===== config.mk =====
export PLATFORM = sky130hd
export DESIGN_NAME = glbReadPort_flat
export DESIGN_NICKNAME = d
export VERILOG_FILES = /design/src/hdl/glbDataPkg.sv /design/src/hdl/glbIf.sv /design/src/hdl/glbReadPort.sv /design/src/flat_wrapper.sv
export VERILOG_INCLUDE_DIRS = /design/src /design/src/include
export SDC_FILE = /design/constraint.sdc
export NUM_CORES = 1
export LEC_CHECK = 0
export BUFFER_PORTS_ARGS = -buffer_cell sky130_fd_sc_hd__buf_4
export CORE_UTILIZATION = 45
export DETAILED_ROUTE_END_ITERATION = 7
export GPL_ROUTABILITY_DRIVEN = 1
export HOLD_SLACK_MARGIN = 0.12
export PLACE_DENSITY = 0.77
export SETUP_SLACK_MARGIN = 0.15
export SYNTH_ARGS = -nofsm -noshare
export SYNTH_HDL_FRONTEND = slang
export SYNTH_SLANG_ARGS = --single-unit
export TNS_END_PERCENT = 10

===== constraint.sdc =====
create_clock -name clk -period 2.6 [get_ports clk]
set_clock_uncertainty 0.15 [all_clocks]
set_input_delay 0.52 -clock clk [delete_from_list [all_inputs] [get_ports clk]]
set_output_delay 0.52 -clock clk [all_outputs]
set_load 0.05 [all_outputs]

===== src/include/glb_params.svh =====
/*
 * Global buffer sizing
 * Bank count, bank depth, word width, channel count and the
 * width of channel-local addresses and word counts
 */
`ifndef GLB_PARAMS_SVH
`define GLB_PARAMS_SVH

// ========================================
// Bank array
// ========================================
// Number of single-clock banks
`define GLB_NUM_BANK   8
// Words per bank, a power of two
`define GLB_BANK_DEPTH 16
`define GLB_DATA_W     32

// ========================================
// Channels
// ========================================
`define GLB_NUM_CH     2
// Must hold GLB_NUM_BANK * GLB_BANK_DEPTH
`define GLB_ADDR_W     8

`endif


===== src/hdl/glbDataPkg.sv =====
/*
 * Global buffer data types
 * Words, channel-local addresses and counts, bank offsets and
 * bank indices
 */
`include "glb_params.svh"

package glbDataPkg;

    // One stored word
    typedef logic [`GLB_DATA_W-1:0] glbWord_t;

    // Channel-local word address, also used for word counts
    typedef logic [`GLB_ADDR_W-1:0] glbAddr_t;

    // Word position inside one bank
    typedef logic [$clog2(`GLB_BANK_DEPTH)-1:0] glbOffset_t;

    // Absolute bank number or index of a bank within its channel
    typedef logic [$clog2(`GLB_NUM_BANK)-1:0] glbBankIdx_t;

endpackage


===== src/hdl/glbIf.sv =====
/*
 * Global buffer internal interfaces
 * Bank ownership map from the decode, and per-channel bank access
 * between the channel controllers, the bank array and the read ports
 */
`timescale 1ns/1ps
`include "glb_params.svh"


// ========================================
// Per-channel bank access
// ========================================
interface glbBankIf
    import glbDataPkg::*;
();
    logic        wrEn  [`GLB_NUM_CH];
    glbBankIdx_t wrRel [`GLB_NUM_CH];
    glbOffset_t  wrOff [`GLB_NUM_CH];
    glbWord_t    wrDat [`GLB_NUM_CH];
    logic        rdEn  [`GLB_NUM_CH];
    glbBankIdx_t rdRel [`GLB_NUM_CH];
    glbOffset_t  rdOff [`GLB_NUM_CH];
    glbWord_t    rdDat [`GLB_NUM_CH];
    logic        rdVld [`GLB_NUM_CH];

    modport chan (output wrEn, wrRel, wrOff, wrDat, rdEn, rdRel, rdOff);
    modport bank (input wrEn, wrRel, wrOff, wrDat, rdEn, rdRel, rdOff,
                  output rdDat, rdVld);
    modport sink (input rdDat, rdVld, rdEn);
endinterface


===== src/hdl/glbReadPort.sv =====
/*
 * Read port
 * Two-entry ordered buffer between the bank array and the read
 * stream, with a credit for the channel's next read issue
 */
`timescale 1ns/1ps
`include "glb_params.svh"

module glbReadPort
    import glbDataPkg::*;
#(
    parameter int unsigned CH = 0
) (
    input  logic     clk,
    input  logic     rst_n,
    glbBankIf.sink   bank,
    output logic     rdVld,
    output glbWord_t rdDat,
    input  logic     rdRdy,
    output logic     rdCredit
);

    glbWord_t   ent [2];
    logic       wrSel;
    logic       rdSel;
    logic [1:0] held;
    logic [1:0] inFlight;
    logic       push;
    logic       pop;

    assign push  = bank.rdVld[CH];
    assign pop   = rdVld && rdRdy;
    assign rdVld = (held != 2'd0);
    assign rdDat = ent[rdSel];

    // Room for one more word once held and in-flight words are counted
    assign rdCredit = ({1'b0, held} + {1'b0, inFlight}) < 3'd2;

    always_ff @(posedge clk) begin
        if (push) begin
            ent[wrSel] <= bank.rdDat[CH];
        end
    end

    always_ff @(posedge clk or negedge rst_n) begin
        if (!rst_n) begin
            wrSel    <= 1'b0;
            rdSel    <= 1'b0;
            held     <= '0;
            inFlight <= '0;
        end else begin
            if (push) begin
                wrSel <= !wrSel;
            end
            if (pop) begin
                rdSel <= !rdSel;
            end
            case ({push, pop})
                2'b10:   held <= held + 1'b1;
                2'b01:   held <= held - 1'b1;
                default: held <= held;
            endcase
            // Issued by the channel but not yet returned by a bank
            case ({bank.rdEn[CH], push})
                2'b10:   inFlight <= inFlight + 1'b1;
                2'b01:   inFlight <= inFlight - 1'b1;
                default: inFlight <= inFlight;
            endcase
        end
    end

    noOverflow: assert property (@(posedge clk) disable iff (!rst_n)
        push && !pop |-> held != 2'd2);

endmodule


===== src/flat_wrapper.sv =====
// flat-port wrapper written by rule: the top's interface ports become plain ports
module glbReadPort_flat import glbDataPkg::*;
#(
    parameter int unsigned CH = 0
)
  (clk, rst_n, rdVld, rdDat, rdRdy, rdCredit, bank_rdDat, bank_rdVld, bank_rdEn);
  glbBankIf bank_i ();
  input  logic clk;
  input  logic rst_n;
  output logic rdVld;
  output glbWord_t rdDat;
  input  logic rdRdy;
  output logic rdCredit;
  input wire logic [$bits(bank_i.rdDat)-1:0] bank_rdDat;
  input wire logic [$bits(bank_i.rdVld)-1:0] bank_rdVld;
  input wire logic [$bits(bank_i.rdEn)-1:0] bank_rdEn;
  assign bank_i.rdDat = {>>{bank_rdDat}};
  assign bank_i.rdVld = {>>{bank_rdVld}};
  assign bank_i.rdEn = {>>{bank_rdEn}};
  glbReadPort #(.CH(CH)) u_core (.clk(clk), .rst_n(rst_n), .bank(bank_i), .rdVld(rdVld), .rdDat(rdDat), .rdRdy(rdRdy), .rdCredit(rdCredit));
endmodule

### After elaboration in Yosys (flattened, before gate mapping)

Memory sizes are Yosys's and may differ from the RTL's.
Cells that the tools add are included.

* memories: 1
* bits in writable memories: 64
* output and inout bits: 34
* word-level logic and storage cells: 25
* flip-flop bits (word level): 6
* input bits: 71

Memory list
* u_core.ent: words 2, width 32, rd ports 1, clocked after memory_dff 0, write ports 1, RTL line glbReadPort.sv:23 `glbWord_t ent [2];`

* reduce and logical (&&, ||, !) cells: 6
* add/subtract/negate cells: 5
* $lt $le $gt $ge: 1
* eq/ne operators: 4
* muxes and demuxes: 4

Operators with widths (number)
* $pmux W2 S2: 2
* $reduce_bool A2 Y1: 3
* $add A2 B1 Y2 const B: 2
* $eq A2 B1 Y1 const B: 2
* $eq A2 B2 Y1 const B: 2
* $sub A2 B1 Y2 const B: 2
* $add A2 B2 Y3: 1
* $lt A3 B2 Y1 const B: 1
* $logic_not A1 Y1: 2
* $mux W1: 2
* $logic_and A1 B1 Y1: 1

### Depth between registers and ports, before layout

* depth in word-level cells: 4
* depth in mapped cells: 6
* depth with buffers taken out: 6

### Worst setup path after synthesis

OpenSTA, ideal clock, no wires.

* path kind: input port to flip-flop
* start point: input bank_rdVld[1]
* end point: memory u_core.ent[0][0] (netlist bit), enable pin
* setup time: 0.421 ns
* arrival time: 1.924 ns
* cell stages on the path: 2
* setup slack: 0.105 ns
* buffers on the path: 0
* required time: 2.029 ns
* path through: inv_1 nor2_1

* longest elaborated chain between the ends: 2

Ends and longest elaborated chain
* from (decl): RTL line flat_wrapper.sv:15 `input wire logic [$bits(bank_i.rdVld)-1:0] bank_rdVld;`
* $mux W1: RTL line glbReadPort.sv:40 `if (push) begin`
* $mux W1 (not written as such): RTL line glbReadPort.sv:41 `ent[wrSel] <= bank.rdDat[CH];`
* to (decl): RTL line glbReadPort.sv:23

Every way passes these cells.

### Worst setup path in the final report

* start point: register u_core.rdSel
* end point: output rdDat[21]

* longest elaborated chain between the ends: 1

Ends and longest elaborated chain
* from (decl): RTL line glbReadPort.sv:25 `logic rdSel;`
* from (signal assigned): RTL line glbReadPort.sv:56 `rdSel <= !rdSel;`
* $mem_v2 Z2 W32
* to (decl): RTL line flat_wrapper.sv:11 `output glbWord_t rdDat;`

Every way passes these cells.

==> qor.csv <==
metric,value,unit
status,"finished, final reports clean",
rsz0062_at_grt,no,
cts.reportedPaths.clkPinSlew,70,ps
dr.first_iter.drc_count,56,
setup_viol,0,
cp_data_arrival_time,1690,ps
pwr-share-seq,35.2,%
r2r_slack,950,ps
diodes,0,
p_per_area,1290,nW/um^2
r2r-start,u_core.held[0],
fin_crit,2360,ps
core_area,5920,um^2
wire_per_inst,14.5,um
portBuffers,70,
io_pins,105,
critPathKind,flop to output pin,
clkPwrFrac,19.5,%
drtAntennaViolNets,0,
timing.fmax,0.424,GHz
post_cts_buffers,0,
drive_above_1_share,57.6,%
nFillCells,440,
period_share,90.7,%
yosysMostFrequentCell,edfxtp_1,
cp-end-kind,output pin,
syn_area_per_cell,21.4,um^2
crit_fanout,14,
drc,0,
synthFlopType,edfxtp_1,
cp.required,1930,ps
synth_edf_count,64,
tightest_slew,436,ps
fin_tns_setup,0,ps
ys_ff_latch,70,
gp_congestion,0.661,
grt_pass1_vias,1384,
grt_pass1_wl,6630,um
synthTopCellsByCount,"edfxtp_1 (64), mux2_4 (29), dfrtp_1 (6), xnor2_1 (6)",
drt_wl_total,4240,um
ys_types,15,
gr-usage-all-layers,14.7,%
p_comb_share,45.4,%
total_leakage_power,1.48,nW
worst_r2r_path_depth,5,
grt_remaining_overflow,0,
synth_top_area_share,69.6,%
numCtsBuffers,9,
drv_cap,0,
dp_hpwl,2980,um
irDropWorstVdd,0.000816,V
slew_headroom,70.8,%
clockBufferDepth,2,
drt-vias-per-instance,4.60,
cts.htree.levels,3,
p_int,2.89,mW
setup.worst_path.start,u_core.rdSel,
p_sw,1.81,mW
start_kind,flop,
die_area,6450,um^2
cp-endpoint,rdDat[21],
die_w,80.3,um
hp-class,input port to flop,
dp_slack,501,ps
cts_tree,yes,
finalHoldViolations,0,
fin_ws,241,ps
clk_latency,330,ps
timing.rr.end,u_core.held[1],
synth_area_leaders,"edfxtp_1 (70%), mux2_4 (16%), dfrtp_1 (5.4%), xnor2_1 (1.9%), buf_6 (1.6%)",
dieHeight,80.3,um
antenna_found_initial,0,
vias,1342,
swShare,38.5,%
drt_pass1_iterations,4,
postSynth.asyncResetShare,8.57,%
initial_core_util,46.6,%
root_buffer,clkbuf_8,
syn-cell-area,2760,um^2
rows,28,
final_nets,286,
multi_input_area,637,um^2
synth_fp_nets,203,
syn2layout_area_growth,31.5,%
grt_max_degree,21,
yosys.area.top_type,edfxtp_1,
cts.sinks,70,
ys_warn_count,0,
seqCellArea,2080,um^2
synth-seq-area-share,75.0,%
syn_inst,129,
slew_viol_final,0,
worst min path at each step:
stage | slack, ps | depth (start not counted) | startpoint | end
CTS | 200 | 1 | bank_rdDat[38] | u_core.ent[0][6]
finish | 210 | 1 | bank_rdDat[58] | u_core.ent[0][26]
detailed placement | 190 | 1 | rst_n | u_core.held[0]
global route | 190 | 1 | bank_rdDat[32] | u_core.ent[1][0]
global placement | 180 | 1 | rst_n | u_core.held[1]
floorplan | 70 | 0 | rst_n | u_core.held[0]
power groups by stage:
stage	clock, mW	combinational, mW	sequential [mW]
floorplan	0	1.68	1.60
global placement	0	2.13	1.66
detailed placement	0	2.15	1.67
CTS	0.942	2.16	1.65
global route	0.983	2.24	1.67
finish	0.913	2.13	1.65
worst max-delay path, stage by stage (launching register included):
cell     delay (ps)
dfrtp_4         590
buf_4           260
mux2_4          320
buf_4           190
stage by stage:
step | hold WS [ps] | instance area, um^2 | utilization, % | cells | total power, mW
5_1_grt | 195 | 3630 | 61.3 | 292 | 4.89
3_3_place_gp | 185 | 3410 | 57.5 | 275 | 3.78
6_report | 214 | 3630 | 61.3 | 292 | 4.69
4_1_cts | 196 | 3630 | 61.3 | 292 | 4.75
3_5_place_dp | 186 | 3410 | 57.5 | 275 | 3.82
2_1_floorplan | 74.4 | 2760 | - | 129 | 3.28
final cells by class:
| class | count | area share (%) |
|---|---|---|
| multi-input cells | 51 | 17.5 |
| inverters | 4 | 0.413 |
| well taps | 75 | 2.58 |
| flip-flops and latches | 70 | 57.1 |
| repair buffers | 76 | 16.5 |
| clock buffers | 9 | 3.41 |
| clock inverters | 7 | 2.45 |
kinds of logic (layout without fill, tap and decap cells):
family        Yosys count  after routing  synth area share (%)
buf+inv                 8             96                  2.17
xor+xnor                8              8                  2.54
fa+ha+maj               3              3                  1.63
mux                    32             32                  17.0
flops                  70             70                  75.0
simple gates            8              8                  1.63
repair_timing:
item / CTS / global route
endpoints found under the setup margin: 8 / 0
gates resized for setup: 1 / 0
hold endpoints to repair: 6 / 0
hold buffers: 1 / 0
registers in the layout, indices dropped and copies added, names as in the netlist:
| name | count |
|---|---|
| u_core.ent | 64 |
| u_core.wrSel | 1 |
| u_core.held | 2 |
| u_core.rdSel | 1 |
| u_core.inFlight | 2 |
placed cells by master (no fill, tap or decap):
| master | n |
|---|---|
| edfxtp_1 | 64 |
| clkinv_1 | 2 |
| xor2_1 | 2 |
| bufinv_16 | 2 |
| nand2_1 | 1 |
| nor2_1 | 2 |
| dfrtp_1 | 5 |
| buf_4 | 73 |
| and2_4 | 1 |
| clkinv_4 | 1 |
| or2_4 | 1 |
| xnor2_1 | 6 |
| and2_1 | 2 |
| clkinvlp_4 | 1 |
| dlygate4sd3_1 | 1 |
| ha_1 | 2 |
| buf_12 | 2 |
| clkinv_2 | 1 |
| inv_1 | 4 |
| fa_1 | 1 |
| mux2_2 | 3 |
| dfrtp_4 | 1 |
| clkbuf_8 | 9 |
| nor2_4 | 1 |
| mux2_4 | 29 |
layer usage:
metal	track usage (%)	wire [um]	vias up	part of all wire [%]
met2	24.2	2190	51	52
met3	4.32	247	11	5.8
met1	16.7	1680	630	40
li1	-	-	650	-
met5	0	0	-	0
met4	9.64	118	0	2.8
Note: power is estimated with default switching activity, not from simulation.
