### config.mk
export PLATFORM = sky130hd
export DESIGN_NAME = glbCfgDecode_flat
export DESIGN_NICKNAME = d
export VERILOG_FILES = /design/src/hdl/glbCfgPkg.sv /design/src/hdl/glbDataPkg.sv /design/src/hdl/glbIf.sv /design/src/hdl/glbCfgDecode.sv /design/src/flat_wrapper.sv
export VERILOG_INCLUDE_DIRS = /design/src /design/src/include
export SDC_FILE = /design/constraint.sdc
export NUM_CORES = 1
export LEC_CHECK = 0
export ABC_CLOCK_PERIOD_IN_PS = 7700
export BUFFER_PORTS_ARGS = -buffer_cell sky130_fd_sc_hd__buf_2
export CAP_MARGIN = 20
export CORE_MARGIN = 10
export CORE_UTILIZATION = 30
export DETAILED_ROUTE_END_ITERATION = 8
export SLEW_MARGIN = 20
export SYNTH_ARGS = -nofsm -noshare
export SYNTH_HDL_FRONTEND = slang
export SYNTH_SLANG_ARGS = --single-unit
### constraint.sdc
create_clock -name clk -period 7.7 [get_ports clk]
set_clock_uncertainty 0.15 [all_clocks]
set_input_delay 1.925 -clock clk [delete_from_list [all_inputs] [get_ports clk]]
set_output_delay 1.925 -clock clk [all_outputs]
set_load 0.05 [all_outputs]
### src/include/glb_params.svh
/*
 * Global buffer sizing
 * Bank count, bank depth, word width, channel count and the
 * width of channel-local addresses and word counts
 */
`ifndef GLB_PARAMS_SVH
`define GLB_PARAMS_SVH

// ========================================
// Bank array
// ========================================
// Number of single-clock banks
`define GLB_NUM_BANK   8
// Words per bank, a power of two
`define GLB_BANK_DEPTH 16
`define GLB_DATA_W     32

// ========================================
// Channels
// ========================================
`define GLB_NUM_CH     2
// Must hold GLB_NUM_BANK * GLB_BANK_DEPTH
`define GLB_ADDR_W     8

`endif

### src/hdl/glbCfgPkg.sv
/*
 * Global buffer configuration types
 * Channel numbers, bank masks and the decode FSM states
 */
`include "glb_params.svh"

package glbCfgPkg;

    typedef logic [$clog2(`GLB_NUM_CH)-1:0] glbChId_t;

    // One bit per bank
    typedef logic [`GLB_NUM_BANK-1:0] glbBankMask_t;

    // Decode FSM
    typedef enum logic [1:0] {
        Idle,
        Scan,
        Commit
    } glbCfgState_t;

endpackage

### src/hdl/glbDataPkg.sv
/*
 * Global buffer data types
 * Words, channel-local addresses and counts, bank offsets and
 * bank indices
 */
`include "glb_params.svh"

package glbDataPkg;

    // One stored word
    typedef logic [`GLB_DATA_W-1:0] glbWord_t;

    // Channel-local word address, also used for word counts
    typedef logic [`GLB_ADDR_W-1:0] glbAddr_t;

    // Word position inside one bank
    typedef logic [$clog2(`GLB_BANK_DEPTH)-1:0] glbOffset_t;

    // Absolute bank number or index of a bank within its channel
    typedef logic [$clog2(`GLB_NUM_BANK)-1:0] glbBankIdx_t;

endpackage

### src/hdl/glbIf.sv
/*
 * Global buffer internal interfaces
 * Bank ownership map from the decode, and per-channel bank access
 * between the channel controllers, the bank array and the read ports
 */
`timescale 1ns/1ps
`include "glb_params.svh"

// ========================================
// Bank ownership map
// ========================================
interface glbMapIf
    import glbDataPkg::*;
    import glbCfgPkg::*;
();
    // Per bank
    glbBankMask_t owned;
    glbChId_t     owner    [`GLB_NUM_BANK];
    glbBankIdx_t  relIdx   [`GLB_NUM_BANK];

    // Per channel
    glbAddr_t     capacity [`GLB_NUM_CH];
    glbAddr_t     numBanks [`GLB_NUM_CH];
    logic         busy     [`GLB_NUM_CH];
    logic         clear    [`GLB_NUM_CH];

    modport decode (output owned, owner, relIdx, capacity, numBanks, busy, clear);
    modport chan   (input capacity, busy, clear);
    modport bank   (input owned, owner, relIdx);
endinterface


### src/hdl/glbCfgDecode.sv
/*
 * Configuration decode
 * Accepts a channel configuration, walks the banks one per cycle to
 * rebuild ownership and relative indices, then commits the capacity
 */
`timescale 1ns/1ps
`include "glb_params.svh"

module glbCfgDecode
    import glbDataPkg::*;
    import glbCfgPkg::*;
(
    input  logic         clk,
    input  logic         rst_n,
    input  logic         cfgVld,
    input  glbChId_t     cfgCh,
    input  glbBankMask_t cfgMask,
    input  glbAddr_t     cfgAddrMax,
    output logic         cfgRdy,
    glbMapIf.decode      map
);

    glbCfgState_t state;
    glbBankIdx_t  scanIdx;
    glbChId_t     cfgChQ;
    glbBankMask_t cfgMaskQ;
    glbAddr_t     cfgAddrMaxQ;
    glbAddr_t     bankSpan;
    logic         cfgAcc;

    assign cfgRdy   = (state == Idle);
    assign cfgAcc   = cfgVld && cfgRdy;
    // Words covered by the banks claimed so far
    assign bankSpan = glbAddr_t'(map.numBanks[cfgChQ] * `GLB_BANK_DEPTH);

    // ========================================
    // FSM
    // ========================================
    always_ff @(posedge clk or negedge rst_n) begin
        if (!rst_n) begin
            state   <= Idle;
            scanIdx <= '0;
        end else begin
            case (state)
                Idle: begin
                    if (cfgAcc) begin
                        state   <= Scan;
                        scanIdx <= '0;
                    end
                end
                Scan: begin
                    if (scanIdx == glbBankIdx_t'(`GLB_NUM_BANK - 1)) begin
                        state <= Commit;
                    end else begin
                        scanIdx <= scanIdx + 1'b1;
                    end
                end
                default: state <= Idle;
            endcase
        end
    end

    always_ff @(posedge clk) begin
        if (cfgAcc) begin
            cfgChQ      <= cfgCh;
            cfgMaskQ    <= cfgMask;
            cfgAddrMaxQ <= cfgAddrMax;
        end
    end

    // ========================================
    // Ownership map
    // ========================================
    always_ff @(posedge clk or negedge rst_n) begin
        if (!rst_n) begin
            map.owned <= '0;
            for (int b = 0; b < `GLB_NUM_BANK; b++) begin
                map.owner[b]  <= '0;
                map.relIdx[b] <= '0;
            end
            for (int c = 0; c < `GLB_NUM_CH; c++) begin
                map.capacity[c] <= '0;
                map.numBanks[c] <= '0;
            end
        end else if (cfgAcc) begin
            map.numBanks[cfgCh] <= '0;
        end else if (state == Scan) begin
            if (cfgMaskQ[scanIdx]) begin
                // Claimed banks are numbered in ascending bank order
                map.owned[scanIdx]   <= 1'b1;
                map.owner[scanIdx]   <= cfgChQ;
                map.relIdx[scanIdx]  <= glbBankIdx_t'(map.numBanks[cfgChQ]);
                map.numBanks[cfgChQ] <= map.numBanks[cfgChQ] + 1'b1;
            end else if (map.owned[scanIdx] && map.owner[scanIdx] == cfgChQ) begin
                map.owned[scanIdx] <= 1'b0;
            end
        end else if (state == Commit) begin
            map.capacity[cfgChQ] <= (cfgAddrMaxQ < bankSpan) ? cfgAddrMaxQ : bankSpan;
        end
    end

    always_comb begin
        for (int c = 0; c < `GLB_NUM_CH; c++) begin
            map.busy[c]  = (state != Idle) && (cfgChQ == glbChId_t'(c));
            map.clear[c] = (state == Commit) && (cfgChQ == glbChId_t'(c));
        end
    end

    // Next transfer only after the full scan and commit
    cfgSpacing: assert property (@(posedge clk) disable iff (!rst_n)
        cfgAcc |=> !cfgRdy [*(`GLB_NUM_BANK + 1)] ##1 cfgRdy);

endmodule

### src/flat_wrapper.sv
// flat-port wrapper written by rule: the top's interface ports become plain ports
module glbCfgDecode_flat import glbDataPkg::*; import glbCfgPkg::*;
  (clk, rst_n, cfgVld, cfgCh, cfgMask, cfgAddrMax, cfgRdy, map_owned, map_owner, map_relIdx, map_capacity, map_numBanks, map_busy, map_clear);
  glbMapIf map_i ();
  input  logic clk;
  input  logic rst_n;
  input  logic cfgVld;
  input  glbChId_t cfgCh;
  input  glbBankMask_t cfgMask;
  input  glbAddr_t cfgAddrMax;
  output logic cfgRdy;
  output wire logic [$bits(map_i.owned)-1:0] map_owned;
  output wire logic [$bits(map_i.owner)-1:0] map_owner;
  output wire logic [$bits(map_i.relIdx)-1:0] map_relIdx;
  output wire logic [$bits(map_i.capacity)-1:0] map_capacity;
  output wire logic [$bits(map_i.numBanks)-1:0] map_numBanks;
  output wire logic [$bits(map_i.busy)-1:0] map_busy;
  output wire logic [$bits(map_i.clear)-1:0] map_clear;
  assign map_owned = map_i.owned;
  assign map_owner = {>>{map_i.owner}};
  assign map_relIdx = {>>{map_i.relIdx}};
  assign map_capacity = {>>{map_i.capacity}};
  assign map_numBanks = {>>{map_i.numBanks}};
  assign map_busy = {>>{map_i.busy}};
  assign map_clear = {>>{map_i.clear}};
  glbCfgDecode u_core (.clk(clk), .rst_n(rst_n), .cfgVld(cfgVld), .cfgCh(cfgCh), .cfgMask(cfgMask), .cfgAddrMax(cfgAddrMax), .cfgRdy(cfgRdy), .map(map_i));
endmodule
======== After elaboration in Yosys (flattened, before gate mapping) ========
Index checks and enable logic that the tools add are counted.
word-level totals
  register bits after elaboration ......... 94
  input port bits ......................... 20
  output and inout port bits .............. 77
operators by class
  equality and inequality tests ........... 7
  bitwise operators ....................... 11
  reductions and logical operators ........ 22
  $add $sub $neg .......................... 2
  mux-type cells .......................... 36
  magnitude comparators ................... 9
operators by type and width
  operator               number
  $mux W8                8
  $mux W16               3
  $bwmux W16             2
  $bwmux W24             1
  $and A16 B16 Y16       1
  $demux W8 S1           2
  $not A16 Y16           1
  $reduce_and A3 Y1      4
  $logic_and A1 B1 Y1    10
  $reduce_bool A2 Y1     5
  $bmux W1 S3            3
  $demux W3 S3           1
  $mux W3                3
  $add A8 B1 Y8 const B  1
  $and A8 B8 Y8          1
  $bwmux W8              1
  $lt A8 B8 Y1           1
  $not A8 Y8             1
  $or A8 B8 Y8           1
  $demux W1 S3           2
  $mux W1                6
  $pmux W3 S2            1
  $ge A2 B2 Y1 const B   2
  $ge A4 B4 Y1 const B   1
  other kinds (18)       25

======== Logic depth before layout (Yosys ltp) ========
Gate-level depths: netlist of run 1.
  depth in word-level cells ............... 9
  gate-level depth with buffers ........... 10
  mapped depth without buffers ............ 7

======== Worst setup path after synthesis of run 1 ========
No wires, ideal clock.
  path type ............................... reg-to-output
  from .................................... register u_core.state[0]
  to ...................................... output map_busy[0]
  data arrival time ....................... 1,592 ps
  path slack .............................. 4,033 ps
  path buffers ............................ 0
  cell stages (with the launch flop) ...... 3
  cells stage by stage .................... dfrtp_1 > nor2_1 > nor2_1
on the way
  cells in the longest elaborated chain, start to end .. 2
RTL lines
  item                    RTL line             text
  start, declared         glbCfgDecode.sv:23   glbCfgState_t state;
  start signal, assigned  glbCfgDecode.sv:41   state <= Idle;
  start signal, assigned  glbCfgDecode.sv:47   state <= Scan;
  start signal, assigned  glbCfgDecode.sv:53   state <= Commit;
  $reduce_bool A2 Y1      glbCfgDecode.sv:104  map.busy[c] = (state != Idle) && (cfgChQ == glbChId_t'(c));
  $logic_and A1 B1 Y1     glbCfgDecode.sv:104
  end, declared           flat_wrapper.sv:17   output wire logic [$bits(map_i.busy)-1:0] map_busy;
No other way between the ends.

======== Final worst setup path of run 1 ========
  from .................................... register u_core.state[0]
  to ...................................... output map_clear[1]
on the way
  cells in the longest elaborated chain, start to end .. 2
RTL lines
  item                 RTL line             text
  $eq A2 B2 Y1         glbCfgDecode.sv:105  map.clear[c] = (state == Commit) && (cfgChQ == glbChId_t'(c));
  $logic_and A1 B1 Y1  glbCfgDecode.sv:105
  end, declared        flat_wrapper.sv:18   output wire logic [$bits(map_i.clear)-1:0] map_clear;
No other way between the ends.

==> flow_metrics.tcl, run 1 <==
set metrics [dict create \
    relSlewSlack_pct 32.4 \
    design.die.area_um2 20600 \
    synth_area_per_cell_um2 12.0 \
    drv_cap 0 \
    clockBufferDepth 2 \
    clock_sinks 94 \
    layout_min_cycle_time_ns 3.97 \
    layout_common_cells "buf_2, dfrtp_1, nand2_1" \
    cts_tree "built" \
    path_clk_slew_ns 0.06 \
    rsz0062_at_grt "no" \
    hold_path.class "flip-flop to flip-flop" \
    via_per_inst 5.08 \
    endpoint_kind "primary output" \
    drive_above_1_share_pct 32.5 \
    setup_viol 0 \
    critPathLaunchType "flip-flop" \
    status "completed" \
    globalplace.congestion 0.850 \
    synth_top_area_share_pct 42.0 \
    synth_area_um2 4580 \
    synthesis.nets 409 \
    drt_iter0_drc 234 \
    wl_per_cell_um 19.0 \
    async_reset_ff_share_pct 81.9 \
    synth-edff-count 17 \
    grt_pass1_wl_um 19900 \
    clock_latency_ns 0.34 \
    fp.dieW_um 144 \
    crit_fanout 11 \
    synth_cell_types 60 \
    cts_resized 0 \
    ioPinCount 97 \
    grt_start_max_net_pins 78 \
    worstPathRequired_ns 5.62 \
    chipHeight_um 144 \
    peakVddDrop_mv 0.138 \
    hold_violations 0 \
    drc 0 \
    min_period_over_period_pct 51.6 \
    ant_nets 0 \
    fmax_ghz 0.252 \
    final_common_cell "buf_2" \
    placementRows 45 \
    initial_core_util_pct 30.4 \
    cts_buffers 9 \
    nets 496 \
    ys_top_cells_by_area "dfrtp_1, edfxtp_1, mux2_4" \
    synthCells 383 \
    yosys_warnings 0 \
    grt_pass1_vias 3459 \
    drt_first_pass_iters 5 \
    tightest_slew_ns 1.01 \
    yosysTopAreaCell "dfrtp_1" \
    syn_to_final_growth_pct 20.2 \
    powerDensity_nw_per_um2 508 \
    ys_seq_area_share_pct 53.2 \
    arrival_ns 1.89 \
    fin_tns_setup_ns 0 \
    root_buffer "clkbuf_16" \
    cts_hold_buf 0 \
    ys_seq_elements 94 \
    num_antenna_cells 0 \
    final_max_slew_viol_count 0 \
    portBuffers 96 \
    grt_remaining_overflow 0 \
    h-tree-depth 3 \
    p_leak_nw 2.53 \
    path_class "flip-flop to primary output" \
    synth_ff_type "dfrtp_1" \
    grtUsageTotal_pct 12.4 \
    post-cts-setup-buffers 0 \
    routed_wl_um 12600 \
    antenna_found_initial 0 \
    vias 3362 \
    core-area_um2 15100 \
    postLayoutCoreUtil_pct 36.5 \
    dp_hpwl_um 9090 \
]
==> metal layers <==
layer,GRT usage [%],routed length [um]
met3,4.62,943
met4,3.33,145
met1,15.0,5310
met5,0,0
met2,20.1,6180
==> worst max-delay path, stage by stage, from the launching register on <==
cell and delay (ns):
dfrtp_1 0.37, nand2b_1 0.17, nand2b_1 0.37, clkinv_1 0.33
buf_2 0.30
==> path summary, 6_finish.rpt <==
path                                                    start                             endpoint  depth (start not counted)  slack [ns]
setup / recovery                  u_core.state[0]$_DFFE_PN0P_                         map_clear[1]                          4        3.73
hold / removal             u_core.map.capacity[7]$_DFFE_PN0P_   u_core.map.capacity[7]$_DFFE_PN0P_                          2        0.33
setup reg to reg                u_core.scanIdx[2]$_DFFE_PN0P_   u_core.map.numBanks[4]$_DFFE_PN0P_                          5        4.86
hold reg to reg            u_core.map.capacity[7]$_DFFE_PN0P_   u_core.map.capacity[7]$_DFFE_PN0P_                          2        0.33
max in group asynchronous                               rst_n  u_core.map.numBanks[12]$_DFFE_PN0P_                          1        5.44
min in group asynchronous                               rst_n    u_core.map.relIdx[15]$_DFFE_PN0P_                          1        1.45
==> registers in the layout (all words and copies together), names as in the netlist, 2 cells and up, named ones only <==
signal	flops
u_core.map.owner	8
u_core.state	2
u_core.map.numBanks	16
u_core.cfgAddrMaxQ	8
u_core.cfgMaskQ	8
u_core.map.relIdx	24
u_core.scanIdx	3
u_core.map.capacity	16
==> logic make-up after synthesis <==
logic type | count (synthesis) | share of synthesized area (%)
DFF | 94 | 53.2
adders and majority gates | 6 | 1.64
xor gates and xnor gates | 3 | 0.737
muxes | 46 | 13.5
and+or+nand+nor | 113 | 13.7
AOI/OAI and AO/OA | 85 | 13.5
buffers and inverters | 36 | 3.69
==> power by group <==
part           internal, mW  total [mW]  switching (mW)  leakage (nW)
clock network         0.270       0.454           0.185         0.148
logic                 0.419        1.49            1.07          1.22
registers             0.689       0.859           0.170          1.16
==> through the flow <==
stage | power [mW] | cell area (um2) | hold slack, ns | worst slack [ns] | cells
finish | 2.80 | 5510 | 0.327 | 3.73 | 662
global route | 2.95 | 5510 | 0.354 | 3.56 | 662
CTS | 2.83 | 5510 | 0.334 | 3.73 | 662
detailed placement | 2.37 | 5200 | 0.319 | 3.77 | 647
global placement | 2.33 | 5200 | 0.318 | 3.89 | 647
floorplan | 2.00 | 4580 | 0.380 | 4.03 | 383
==> synthesized netlist by cell type, types with 7 or more instances <==
cell type and count:
mux2_1 12, dfrtp_1 77, mux2_4 20, clkbuf_1 14, edfxtp_1 17, o21ai_1 7, o211ai_1 8, nand2b_1 7
nor2_1 14, o31ai_1 10, nand2_1 49, o21ai_0 13, inv_1 9, o41ai_1 7, nand3_1 13
==> layout make-up <==
cell class | instances | area [um2]
fillers | 1514 | 9580
inverters | 13 | 48.8
clock inverters | 3 | 43.8
flip-flops and latches | 94 | 2440
well taps | 188 | 235
clock buffers | 12 | 258
multi-input cells | 253 | 1980
repair buffers | 99 | 509
(Power assumes the default switching activity.)
==> run 2: changes to the inputs <==
--- a/config.mk
+++ b/config.mk
@@ -6,7 +6,7 @@
 export SDC_FILE = /design/constraint.sdc
 export NUM_CORES = 1
 export LEC_CHECK = 0
-export ABC_CLOCK_PERIOD_IN_PS = 7700
+export ABC_CLOCK_PERIOD_IN_PS = 3800
 export BUFFER_PORTS_ARGS = -buffer_cell sky130_fd_sc_hd__buf_2
 export CAP_MARGIN = 20
 export CORE_MARGIN = 10
==> constraint.sdc (replaced) <==
create_clock -name clk -period 3.8 [get_ports clk]
set_clock_uncertainty 0.15 [all_clocks]
set_input_delay 0.95 -clock clk [delete_from_list [all_inputs] [get_ports clk]]
set_output_delay 0.95 -clock clk [all_outputs]
set_load 0.05 [all_outputs]
==> run 2 against run 1 <==
Cell count grew 0.60%. Critical path type unchanged. Worst hold slack lost 0.0016 ns. Count of clock-buffer cells in the layout shrank 2. Non-clock buffer count grew 3. Die area is the same. Sequential share of layout area shrank 0.17 points. Routed wire length shrank 3.1%. Worst setup slack lost 3.0 ns. Combinational power grew 100%. Critical endpoint unchanged. Largest power group unchanged. Critical path depth is the same. First-iteration DRC count shrank 6.8%.
==> flow_metrics.tcl, run 2 (synthesized netlist as in run 1, its figures left out) <==
set metrics [dict create \
    via_per_inst 5.08 \
    fmax_ghz 0.330 \
    reg_top3 "u_core.map.relIdx (24), u_core.map.capacity (16), u_core.map.numBanks (16)" \
    design.die.area_um2 20600 \
    dp_hpwl_um 8980 \
    grt_pass1_wl_um 19700 \
    drv_cap 0 \
    reg2regPathDepth 5 \
    largest_reg_flops 24 \
    internal_power_mw 2.74 \
    routed_wl_um 12200 \
    switching_share_pct 51.2 \
    num_antenna_cells 0 \
    chipHeight_um 144 \
    placementRows 45 \
    worst-r2r-setup-slack_ns 1.08 \
    clock_latency_ns 0.34 \
    met2_usage_pct 19.9 \
    p_clk_share_pct 15.6 \
    holdPathEnd "u_core.map.capacity[11]$_DFFE_PN0P_" \
    vias 3382 \
    tightest_slew_ns 0.764 \
    wl_per_cell_um 18.3 \
    grt_remaining_overflow 0 \
    cts_hold_buf 0 \
    holdWs_ns 0.326 \
    nets 499 \
    rsz0062_at_grt "no" \
    reg2reg_from "u_core.scanIdx[2]$_DFFE_PN0P_" \
    postLayoutCoreUtil_pct 36.7 \
    cts_tree "built" \
    min_from "u_core.map.capacity[11]$_DFFE_PN0P_" \
    power_switching_mw 2.88 \
    fin_tns_setup_ns 0 \
    endpoint_kind "primary output" \
    nFillCells 1509 \
    arrival_ns 1.93 \
    drive_above_1_share_pct 33.5 \
    critPathLaunchType "flip-flop" \
    syn_to_final_growth_pct 20.7 \
    setup_viol 0 \
    hold_path.class "flip-flop to flip-flop" \
    antenna_found_initial 0 \
    ant_nets 0 \
    placedCellCount 649 \
    min_period_over_period_pct 79.6 \
    powerDensity_nw_per_um2 1020 \
    grt_pass1_vias 3485 \
    fin_area_um2 5530 \
    drc 0 \
    relSlewSlack_pct 49.1 \
    cts_buffers 9 \
    grt_start_max_net_pins 78 \
    peakVddDrop_mv 0.286 \
    worstPathRequired_ns 2.70 \
    crit_fanout 11 \
    postLayoutSetupSlackWorst_ns 0.774 \
    layout_min_cycle_time_ns 3.03 \
    status "completed" \
    grt_use_met1_pct 14.6 \
    path_class "flip-flop to primary output" \
    globalplace.congestion 0.840 \
    busiest_layer "met2" \
    post-cts-setup-buffers 0 \
    worstHoldPathCells 2 \
    grtUsageMet3_pct 4.16 \
    final_common_cell "buf_2" \
    final_max_slew_viol_count 0 \
    top_register "u_core.map.relIdx" \
    r2r_end "u_core.map.relIdx[4]$_DFFE_PN0P_" \
    root_buffer "clkbuf_16" \
    drt_iter0_drc 218 \
    p_seq_share_pct 30.9 \
    dpl_cell_area_um2 5220 \
    power_mw 5.62 \
    hold_violations 0 \
    clock_sinks 94 \
    grtUsageTotal_pct 12.1 \
    regArea_um2 2440 \
    place_ws_ns 1.08 \
    fp.dieW_um 144 \
    drt_first_pass_iters 4 \
    ioPinCount 97 \
    h-tree-depth 3 \
    cts_resized 0 \
    stdcell_count 666 \
    portBuffers 96 \
    core-area_um2 15100 \
    layout_common_cells "buf_2, dfrtp_1, nand2_1" \
    p_comb_share_pct 53.5 \
    clockBufferDepth 2 \
    initial_core_util_pct 30.4 \
    p_leak_nw 2.54 \
    path_clk_slew_ns 0.07 \
    multi_input_area_um2 1980 \
]
==> run 2: power groups by stage <==
stage / Combinational [mW] / Clock, mW / Sequential [mW]
after floorplan: 1.37 / 0 / 2.69
after global placement: 2.98 / 0 / 1.74
after detailed placement: 3.03 / 0 / 1.76
after CTS: 3.03 / 0.903 / 1.74
after global routing: 3.21 / 0.945 / 1.80
final: 3.01 / 0.876 / 1.74
==> run 2: area by class of cell <==
class / count / area share (%)
tap: 188 / 4.25
timing repair buffer: 102 / 9.77
clock buffer: 10 / 4.52
multi-input combinational: 253 / 35.7
sequential: 94 / 44.1
clock inverter: 6 / 0.747
inverter: 13 / 0.882
==> run 2: how the worst max path moves through the flow <==
stage                           startpoint                                  to  slack, ns  cells past startpoint
5_1_grt        u_core.state[0]$_DFFE_PN0P_                        map_clear[1]       0.60                      4
3_5_place_dp       u_core.cfgChQ$_DFFE_PP_  u_core.map.capacity[2]$_DFFE_PN0P_       1.08                      7
4_1_cts        u_core.state[0]$_DFFE_PN0P_                        map_clear[1]       0.76                      4
6_report       u_core.state[1]$_DFFE_PN0P_                        map_clear[1]       0.77                      4
2_1_floorplan  u_core.state[0]$_DFFE_PN0P_                         map_busy[0]       1.11                      2
3_3_place_gp       u_core.cfgChQ$_DFFE_PP_                        map_clear[0]       1.14                      4
==> run 2: worst max-delay path: stages (launching register included) <==
cell,delay (ns)
dfrtp_1,0.40
nand2b_1,0.15
nand2b_1,0.37
clkinv_1,0.34
buf_2,0.31
==> run 2: layer usage <==
metal  up-vias  part of all wire [%]
li1       1590                     -
met1      1678                    42
met2        97                    49
met3        17                   7.5
met4         0                   1.6
met5         -                     0
